File: config.mk
export PLATFORM = sky130hd
export DESIGN_NAME = decode_stage
export DESIGN_NICKNAME = d
export VERILOG_FILES = /design/src/design/rv_pkg.sv /design/src/design/main_decoder.sv /design/src/design/alu_decoder.sv /design/src/design/imm_extend.sv /design/src/design/decode_stage.sv
export SDC_FILE = /design/constraint.sdc
export NUM_CORES = 1
export LEC_CHECK = 0
export ABC_AREA = 0
export BUFFER_PORTS_ARGS = -buffer_cell sky130_fd_sc_hd__buf_4
export CAP_MARGIN = 30
export CELL_PAD_IN_SITES_DETAIL_PLACEMENT = 1
export CELL_PAD_IN_SITES_GLOBAL_PLACEMENT = 1
export CORE_ASPECT_RATIO = 1.5
export CORE_MARGIN = 3
export CORE_UTILIZATION = 38
export DETAILED_ROUTE_END_ITERATION = 7
export HOLD_SLACK_MARGIN = 0.12
export PLACE_DENSITY = 0.75
export REMOVE_ABC_BUFFERS = 1
export SLEW_MARGIN = 20
export SYNTH_ARGS = -nofsm -noshare
export SYNTH_HDL_FRONTEND = slang
export SYNTH_SLANG_ARGS = --single-unit
File: constraint.sdc
create_clock -name clk_i -period 0.98 [get_ports clk_i]
set_input_delay 0.196 -clock clk_i [delete_from_list [all_inputs] [get_ports clk_i]]
set_output_delay 0.196 -clock clk_i [all_outputs]
set_load 0.1 [all_outputs]
File: src/design/rv_pkg.sv
package rv_pkg;

    // Base opcodes, instr[6:0]
    localparam logic [6:0] OPC_LOAD   = 7'b0000011;
    localparam logic [6:0] OPC_STORE  = 7'b0100011;
    localparam logic [6:0] OPC_OP     = 7'b0110011;
    localparam logic [6:0] OPC_OP_IMM = 7'b0010011;
    localparam logic [6:0] OPC_BRANCH = 7'b1100011;
    localparam logic [6:0] OPC_JAL    = 7'b1101111;
    localparam logic [6:0] OPC_JALR   = 7'b1100111;
    localparam logic [6:0] OPC_AUIPC  = 7'b0010111;
    localparam logic [6:0] OPC_LUI    = 7'b0110111;

    typedef enum logic [2:0] {
        IMM_I = 3'b000,
        IMM_S = 3'b001,
        IMM_B = 3'b010,
        IMM_J = 3'b011,
        IMM_U = 3'b100
    } imm_src_e;

    typedef enum logic [1:0] {
        ALU_OP_ADDR   = 2'b00,  // Address and link adds
        ALU_OP_BRANCH = 2'b01,  // Compare picked by funct3
        ALU_OP_ARITH  = 2'b10,  // R-type or I-type arithmetic
        ALU_OP_PASS_B = 2'b11   // LUI
    } alu_op_e;

    typedef enum logic [1:0] {
        RES_ALU = 2'b00,
        RES_MEM = 2'b01,
        RES_PC4 = 2'b10
    } result_src_e;

    typedef enum logic [3:0] {
        ALU_ADD, ALU_SUB, ALU_AND, ALU_OR, ALU_XOR, ALU_SLT,
        ALU_SLTU, ALU_SLL, ALU_SRL, ALU_SRA, ALU_PASS_B
    } alu_ctrl_e;

endpackage

File: src/design/main_decoder.sv
`timescale 1ns/1ps

module main_decoder (
    input  logic [6:0]          op_i,          // Instruction opcode

    output rv_pkg::result_src_e result_src_o,  // Value written back to rd
    output logic                mem_write_o,   // Memory write enable
    output logic                alu_src_o,     // 1 selects immediate as operand B
    output rv_pkg::imm_src_e    imm_src_o,     // Immediate format
    output logic                reg_write_o,   // Register file write enable
    output rv_pkg::alu_op_e     alu_op_o,      // Class for the ALU decoder
    output logic                branch_o,      // Conditional branch
    output logic                jump_o,        // JAL or JALR
    output logic                jalr_o,        // Target from rs1 + imm
    output logic                pc_alu_a_o,    // PC as operand A
    output logic                illegal_o      // Opcode not supported
);

    always_comb
    begin
        // Safe values, every enable low
        reg_write_o  = 1'b0;
        mem_write_o  = 1'b0;
        alu_src_o    = 1'b0;
        imm_src_o    = rv_pkg::IMM_I;
        result_src_o = rv_pkg::RES_ALU;
        alu_op_o     = rv_pkg::ALU_OP_ADDR;
        branch_o     = 1'b0;
        jump_o       = 1'b0;
        jalr_o       = 1'b0;
        pc_alu_a_o   = 1'b0;
        illegal_o    = 1'b0;

        case (op_i)
            rv_pkg::OPC_LOAD:
            begin
                reg_write_o  = 1'b1;
                alu_src_o    = 1'b1;
                result_src_o = rv_pkg::RES_MEM;
            end
            rv_pkg::OPC_STORE:
            begin
                mem_write_o = 1'b1;
                alu_src_o   = 1'b1;
                imm_src_o   = rv_pkg::IMM_S;
            end
            rv_pkg::OPC_OP:
            begin
                reg_write_o = 1'b1;
                alu_op_o    = rv_pkg::ALU_OP_ARITH;  // Immediate unused
            end
            rv_pkg::OPC_OP_IMM:
            begin
                reg_write_o = 1'b1;
                alu_src_o   = 1'b1;
                alu_op_o    = rv_pkg::ALU_OP_ARITH;
            end
            rv_pkg::OPC_BRANCH:
            begin
                imm_src_o = rv_pkg::IMM_B;
                alu_op_o  = rv_pkg::ALU_OP_BRANCH;
                branch_o  = 1'b1;
            end
            rv_pkg::OPC_JAL:
            begin
                reg_write_o  = 1'b1;
                alu_src_o    = 1'b1;
                imm_src_o    = rv_pkg::IMM_J;
                result_src_o = rv_pkg::RES_PC4;  // Link address
                jump_o       = 1'b1;
            end
            rv_pkg::OPC_JALR:
            begin
                reg_write_o  = 1'b1;
                alu_src_o    = 1'b1;
                result_src_o = rv_pkg::RES_PC4;
                jump_o       = 1'b1;
                jalr_o       = 1'b1;
            end
            rv_pkg::OPC_AUIPC:
            begin
                reg_write_o = 1'b1;
                alu_src_o   = 1'b1;
                imm_src_o   = rv_pkg::IMM_U;
                pc_alu_a_o  = 1'b1;  // PC + upper immediate
            end
            rv_pkg::OPC_LUI:
            begin
                reg_write_o = 1'b1;
                alu_src_o   = 1'b1;
                imm_src_o   = rv_pkg::IMM_U;
                alu_op_o    = rv_pkg::ALU_OP_PASS_B;
            end
            default:
            begin
                illegal_o = 1'b1;  // FENCE, SYSTEM and unknown
            end
        endcase

        // A store never writes back, a jump is never also a branch
        assert (!(mem_write_o && reg_write_o))
            else $error("main_decoder: mem_write and reg_write both high");
        assert (!(branch_o && jump_o))
            else $error("main_decoder: branch and jump both high");
    end

endmodule

File: src/design/alu_decoder.sv
`timescale 1ns/1ps

module alu_decoder (
    input  rv_pkg::alu_op_e   alu_op_i,     // Class from the main decoder
    input  logic [2:0]        funct3_i,
    input  logic              funct7_b5_i,  // instr[30]
    input  logic              op_b5_i,      // 1 for R-type, 0 for I-type

    output rv_pkg::alu_ctrl_e alu_ctrl_o
);

    logic sub_en;

    // ADDI has no SUB form, bit 30 is part of its immediate
    assign sub_en = funct7_b5_i & op_b5_i;

    always_comb
    begin
        alu_ctrl_o = rv_pkg::ALU_ADD;

        case (alu_op_i)
            rv_pkg::ALU_OP_ADDR:
            begin
                alu_ctrl_o = rv_pkg::ALU_ADD;
            end
            rv_pkg::ALU_OP_BRANCH:
            begin
                case (funct3_i)
                    3'd0, 3'd1: alu_ctrl_o = rv_pkg::ALU_SUB;   // BEQ, BNE
                    3'd4, 3'd5: alu_ctrl_o = rv_pkg::ALU_SLT;   // BLT, BGE
                    3'd6, 3'd7: alu_ctrl_o = rv_pkg::ALU_SLTU;  // BLTU, BGEU
                    default:    alu_ctrl_o = rv_pkg::ALU_ADD;
                endcase
            end
            rv_pkg::ALU_OP_ARITH:
            begin
                case (funct3_i)
                    3'd0: alu_ctrl_o = sub_en ? rv_pkg::ALU_SUB : rv_pkg::ALU_ADD;
                    3'd1: alu_ctrl_o = rv_pkg::ALU_SLL;
                    3'd2: alu_ctrl_o = rv_pkg::ALU_SLT;
                    3'd3: alu_ctrl_o = rv_pkg::ALU_SLTU;
                    3'd4: alu_ctrl_o = rv_pkg::ALU_XOR;
                    3'd5: alu_ctrl_o = funct7_b5_i ? rv_pkg::ALU_SRA : rv_pkg::ALU_SRL;
                    3'd6: alu_ctrl_o = rv_pkg::ALU_OR;
                    default: alu_ctrl_o = rv_pkg::ALU_AND;
                endcase
            end
            rv_pkg::ALU_OP_PASS_B:
            begin
                alu_ctrl_o = rv_pkg::ALU_PASS_B;  // LUI forwards the immediate
            end
            default:
            begin
                alu_ctrl_o = rv_pkg::ALU_ADD;
            end
        endcase
    end

endmodule

File: src/design/imm_extend.sv
`timescale 1ns/1ps

module imm_extend #(
    parameter int XLEN = 32
) (
    input  logic [31:0]      instr_i,
    input  rv_pkg::imm_src_e imm_src_i,

    output logic [XLEN-1:0]  imm_o
);

    // Every format keeps its sign in instr[31]
    if (XLEN < 32)
    begin : g_xlen_check
        $error("imm_extend: XLEN must be at least 32");
    end

    always_comb
    begin
        case (imm_src_i)
            rv_pkg::IMM_I:
            begin
                imm_o = XLEN'($signed(instr_i[31:20]));
            end
            rv_pkg::IMM_S:
            begin
                imm_o = XLEN'($signed({instr_i[31:25], instr_i[11:7]}));
            end
            rv_pkg::IMM_B:
            begin
                imm_o = XLEN'($signed({instr_i[31], instr_i[7], instr_i[30:25],
                                       instr_i[11:8], 1'b0}));  // Halfword offset
            end
            rv_pkg::IMM_J:
            begin
                imm_o = XLEN'($signed({instr_i[31], instr_i[19:12], instr_i[20],
                                       instr_i[30:21], 1'b0}));
            end
            rv_pkg::IMM_U:
            begin
                // Only extends when XLEN is wider than 32
                imm_o = XLEN'($signed({instr_i[31:12], 12'b0}));
            end
            default:
            begin
                imm_o = '0;
            end
        endcase
    end

endmodule

File: src/design/decode_stage.sv
`timescale 1ns/1ps

module decode_stage #(
    parameter int XLEN = 32
) (
    input  logic                clk_i,
    input  logic                arst_n_i,
    input  logic                instr_valid_i,  // One strobe per instruction
    input  logic [31:0]         instr_i,

    output logic                ctrl_valid_o,
    output logic                reg_write_o,
    output logic                mem_write_o,
    output logic                alu_src_o,
    output rv_pkg::result_src_e result_src_o,
    output logic                branch_o,
    output logic                jump_o,
    output logic                jalr_o,
    output logic                pc_alu_a_o,
    output logic                illegal_o,
    output rv_pkg::alu_ctrl_e   alu_ctrl_o,
    output logic [2:0]          branch_funct3_o,  // Compare kind for EX
    output logic [4:0]          rd_o,
    output logic [4:0]          rs1_o,
    output logic [4:0]          rs2_o,
    output logic [XLEN-1:0]     imm_o
);

    rv_pkg::result_src_e result_src;
    rv_pkg::imm_src_e    imm_src;
    rv_pkg::alu_op_e     alu_op;
    rv_pkg::alu_ctrl_e   alu_ctrl;
    logic                mem_write, alu_src, reg_write;
    logic                branch, jump, jalr, pc_alu_a, illegal;
    logic [XLEN-1:0]     imm;

    main_decoder i_main_decoder (
        .op_i         (instr_i[6:0]),
        .result_src_o (result_src),
        .mem_write_o  (mem_write),
        .alu_src_o    (alu_src),
        .imm_src_o    (imm_src),
        .reg_write_o  (reg_write),
        .alu_op_o     (alu_op),
        .branch_o     (branch),
        .jump_o       (jump),
        .jalr_o       (jalr),
        .pc_alu_a_o   (pc_alu_a),
        .illegal_o    (illegal)
    );

    alu_decoder i_alu_decoder (
        .alu_op_i    (alu_op),
        .funct3_i    (instr_i[14:12]),
        .funct7_b5_i (instr_i[30]),
        .op_b5_i     (instr_i[5]),
        .alu_ctrl_o  (alu_ctrl)
    );

    imm_extend #(
        .XLEN (XLEN)
    ) i_imm_extend (
        .instr_i   (instr_i),
        .imm_src_i (imm_src),
        .imm_o     (imm)
    );

    // ID/EX control, enables forced low on idle cycles
    always_ff @(posedge clk_i or negedge arst_n_i)
    begin
        if (!arst_n_i)
        begin
            ctrl_valid_o <= 1'b0;
            reg_write_o  <= 1'b0;
            mem_write_o  <= 1'b0;
            branch_o     <= 1'b0;
            jump_o       <= 1'b0;
            jalr_o       <= 1'b0;
            illegal_o    <= 1'b0;
        end
        else
        begin
            ctrl_valid_o <= instr_valid_i;
            reg_write_o  <= instr_valid_i & reg_write;
            mem_write_o  <= instr_valid_i & mem_write;
            branch_o     <= instr_valid_i & branch;
            jump_o       <= instr_valid_i & jump;
            jalr_o       <= instr_valid_i & jalr;
            if (instr_valid_i)
            begin
                illegal_o <= illegal;  // Holds like the data fields
            end
        end
    end

    // ID/EX payload, loaded only with a valid instruction
    always_ff @(posedge clk_i)
    begin
        if (instr_valid_i)
        begin
            alu_src_o       <= alu_src;
            result_src_o    <= result_src;
            pc_alu_a_o      <= pc_alu_a;
            alu_ctrl_o      <= alu_ctrl;
            branch_funct3_o <= instr_i[14:12];
            rd_o            <= instr_i[11:7];
            rs1_o           <= instr_i[19:15];
            rs2_o           <= instr_i[24:20];
            imm_o           <= imm;
        end
    end

    a_valid_follows: assert property (@(posedge clk_i) disable iff (!arst_n_i)
        $past(arst_n_i) |-> ctrl_valid_o == $past(instr_valid_i))
        else $error("decode_stage: ctrl_valid_o does not follow instr_valid_i");

    a_no_write_idle: assert property (@(posedge clk_i) disable iff (!arst_n_i)
        !ctrl_valid_o |-> !(reg_write_o || mem_write_o))
        else $error("decode_stage: write enable high without ctrl_valid_o");

endmodule

==> results.sh <==
export IMPL_dpl_hpwl_mm=5.64
export IMPL_drv_cap=0
export IMPL_drt_iter0_drc=163
export IMPL_die_area_um2=7990
export IMPL_slew_headroom_pct=72.5
export IMPL_outcome="finished with violations"
export IMPL_mostFrequentLayoutCells="69 x buf_6, 64 x buf_4, 58 x edfxtp_1, 19 x a21o_1, 18 x dlygate4sd3_1"
export IMPL_setup_viol=80
export IMPL_pwr_share_comb_pct=32.2
export IMPL_synth_cell_types=39
export IMPL_grt_busiest_layer="met2"
export IMPL_wirelength_mm=10.2
export IMPL_detail_route_antenna_nets=0
export IMPL_rrSetupSlack_ps=50
export IMPL_gp_congestion=0.789
export IMPL_numCtsBuffers=9
export IMPL_coreArea_um2=6620
export IMPL_setup_worst_path_start_class="register"
export IMPL_holdPathEnd="imm_o[27]$_DFFE_PP_"
export IMPL_period_share_pct=124
export IMPL_synthToLayoutAreaGrowth_pct=77.4
export IMPL_maxSlewViolCount=0
export IMPL_grtUsageMet3_pct=5.67
export IMPL_worst_hold_path_type="in2reg"
export IMPL_r2r_end="illegal_o$_DFFE_PN0P_"
export IMPL_grtUsageTotal_pct=24.0
export IMPL_synth_seq_area_share_pct=72.8
export IMPL_route_detailed_drc=0
export IMPL_violations="setup timing"
export IMPL_rr_worst_depth=2
export IMPL_wire_per_inst_um=24.2
export IMPL_power_switching_share_pct=37.2
export IMPL_clk_latency_ps=350
export IMPL_clkPwrFrac_pct=26.7
export IMPL_seq_power_share_pct=41.0
export IMPL_synthCells=177
export IMPL_rsz0062_at_grt="true"
export IMPL_clock_fmax_mhz=820
export IMPL_antenna_cells=0
export IMPL_period_minus_slack_ps=1220
export IMPL_fin_cells=422
export IMPL_die_w_um=74.0
export IMPL_arrival_ps=1020
export IMPL_hold_depth=2
export IMPL_die_h_um=108
export IMPL_placed_cells=377
export IMPL_synth_area_per_cell_um2=14.9
export IMPL_routed_via_density=5.48
export IMPL_crit_buf_inv=1
export IMPL_floorplan_initialDensity_pct=39.8
export IMPL_cp_cell_sequence="buf_6"
export IMPL_met2_usage_pct=41.6
export IMPL_crit_fanout=1
export IMPL_worst_slack_ps=-239
export IMPL_cts_sinks=65
export IMPL_final_common_cell="buf_6"
export IMPL_rows=36
export IMPL_worst_slew_pin_slew_ps=411
export IMPL_drive_above_1_share_pct=53.5
export IMPL_clk_path_buf_depth=2
export IMPL_cts_max_level=3
export IMPL_clockRootBuffer="clkbuf_8"
export IMPL_crit_type="reg2out"
export IMPL_clkSlewWorstSetupHoldPaths_ps=70
export IMPL_synthesis_area_um2=2630
export IMPL_skew_ps=0
export IMPL_irDropWorstVdd_mv=1.52
export IMPL_switching_power_mw=3.05
export IMPL_grt_overflow_total=0
export IMPL_end_kind="primary output"
export IMPL_grt_max_degree=23
export IMPL_io_pin_count=100
export IMPL_antenna_found_initial=0
export IMPL_rr_startpoint="illegal_o$_DFFE_PN0P_"
export IMPL_met1_usage_pct=26.7
export IMPL_p_leak_nw=2.01
export IMPL_hp_start="instr_i[27]"
export IMPL_synth_seq_cells=65
export IMPL_grt_pass1_vias=2447
export IMPL_critPathMaxStageDelay_ps=450
export IMPL_drt_pass1_iter_count=4
export IMPL_critical_path_top_delay_family="flip-flops"
export IMPL_crit_required_ps=780
export IMPL_hold_viol_final=0
export IMPL_p_int_mw=5.15
export IMPL_p_per_area_nw_per_um2=1750
export IMPL_synth_warnings=0
export IMPL_final_core_util_pct=70.6
export IMPL_finalNetCount=376
export IMPL_tritoncts="done"
export IMPL_crit_slowest_cell="edfxtp_1"
export IMPL_via_count=2314
export IMPL_grt_pass1_wl_mm=13.6
export IMPL_io_buffers=99
export IMPL_fin_tns_setup_ps=-10640
[final cells by class]
type,count,area (um2)
inverter,3,11.3
clock inverter,5,46.3
timing repair buffer,163,1650
multi-input combinational,99,823
tap,76,95.1
sequential,65,1920
clock buffer,11,131
fill,594,1950
[power groups by stage]
stage / logic (mW) / clock network (mW) / registers, mW
floorplan: 0.153 / 0 / 4.80
global placement: 2.26 / 0 / 3.35
detailed placement: 2.29 / 0 / 3.36
CTS: 2.53 / 2.20 / 3.35
global route: 2.71 / 2.36 / 3.38
finish: 2.64 / 2.19 / 3.36
[worst register-to-register path, stage by stage (launching register included)]
cell and delay (ps):
dfrtp_1 410, buf_4 150, mux2_4 260
[kinds of logic (layout without fill, tap and decap cells)]
kind of cell           count (synthesis)  count (layout)  synth area share (%)
muxes                                  1               1                 0.428
AOI/OAI and AO/OA                     47              47                  12.8
DFF                                   65              65                  72.8
buffers and inverters                 13             182                  2.47
and+or+nand+nor                       51              51                  11.5
[per-layer routing]
| layer | share of wire [%] | up-vias | routed length (um) |
|---|---|---|---|
| met4 | 3.1 | 0 | 320 |
| met1 | 34 | 1161 | 3440 |
| li1 | - | 1004 | - |
| met2 | 57 | 119 | 5810 |
| met3 | 6.3 | 30 | 642 |
| met5 | 0 | - | 0 |
[registers in the layout (all words and copies together), names as in the netlist, 2 cells and up]
signal           flops
imm_o               32
rd_o                 5
rs1_o                5
rs2_o                5
alu_ctrl_o           4
branch_funct3_o      3
result_src_o         2
[cells in the mapped netlist (all sizes together)]
master,count,area (um2)
edfxtp,58,1740
a21o,21,158
nand2,11,41.3
nor2b,9,56.3
dfrtp,7,175
nor2,7,28.8
buf,6,38.8
o21ai,6,30.0
nor3,5,36.3
a21oi,4,20.0
a22oi,4,30.0
clkbuf,4,15.0
a211oi,3,27.5
and3,3,18.8
inv,3,11.3
nor3b,3,22.5
and3b,2,17.5
nand2b,2,12.5
nand3b,2,15.0
nor4,2,12.5
nor4bb,2,20.0
a21boi,1,7.51
a311oi,1,8.76
a31oi,1,6.26
a41oi,1,8.76
and2,1,6.26
mux2,1,11.3
nand3,1,10.0
o21a,1,7.51
o22a,1,8.76
o22ai,1,6.26
o31a,1,8.76
o32ai,1,8.76
or3,1,6.26
[how the worst max path moves through the flow]
stage / cells past startpoint / endpoint / slack, ps / start
after global routing: 1 / imm_o[0] / -250 / imm_o[0]$_DFFE_PP_
after CTS: 1 / imm_o[17] / -200 / imm_o[17]$_DFFE_PP_
after detailed placement: 6 / imm_o[0]$_DFFE_PP_ / -490 / instr_i[6]
after floorplan: 4 / imm_o[0]$_DFFE_PP_ / -530 / instr_i[6]
final: 1 / imm_o[0] / -240 / imm_o[0]$_DFFE_PP_
after global placement: 6 / alu_ctrl_o[0]$_DFFE_PP_ / -410 / instr_i[6]
[repair_timing]
| action | in CTS | in global routing |
|---|---|---|
| endpoints found under the hold margin | 26 | 0 |
| hold buffers | 18 | 0 |
| gates resized for setup | 98 | 34 |
| pin swaps | 7 | 14 |
| endpoints found under the setup margin | 95 | 102 |
| setup buffers | 7 | 8 |
[stage by stage]
stage / instance area (um2) / hold slack [ps] / worst slack (ps) / total power, mW
floorplan: 2580 / -99.6 / -528 / 4.96
global placement: 3710 / 11.2 / -410 / 5.62
detailed placement: 3710 / 12.3 / -489 / 5.66
CTS: 4490 / 121 / -204 / 8.08
global route: 4670 / 136 / -254 / 8.45
finish: 4670 / 147 / -239 / 8.19
Note: power is estimated with default switching activity, not from simulation.
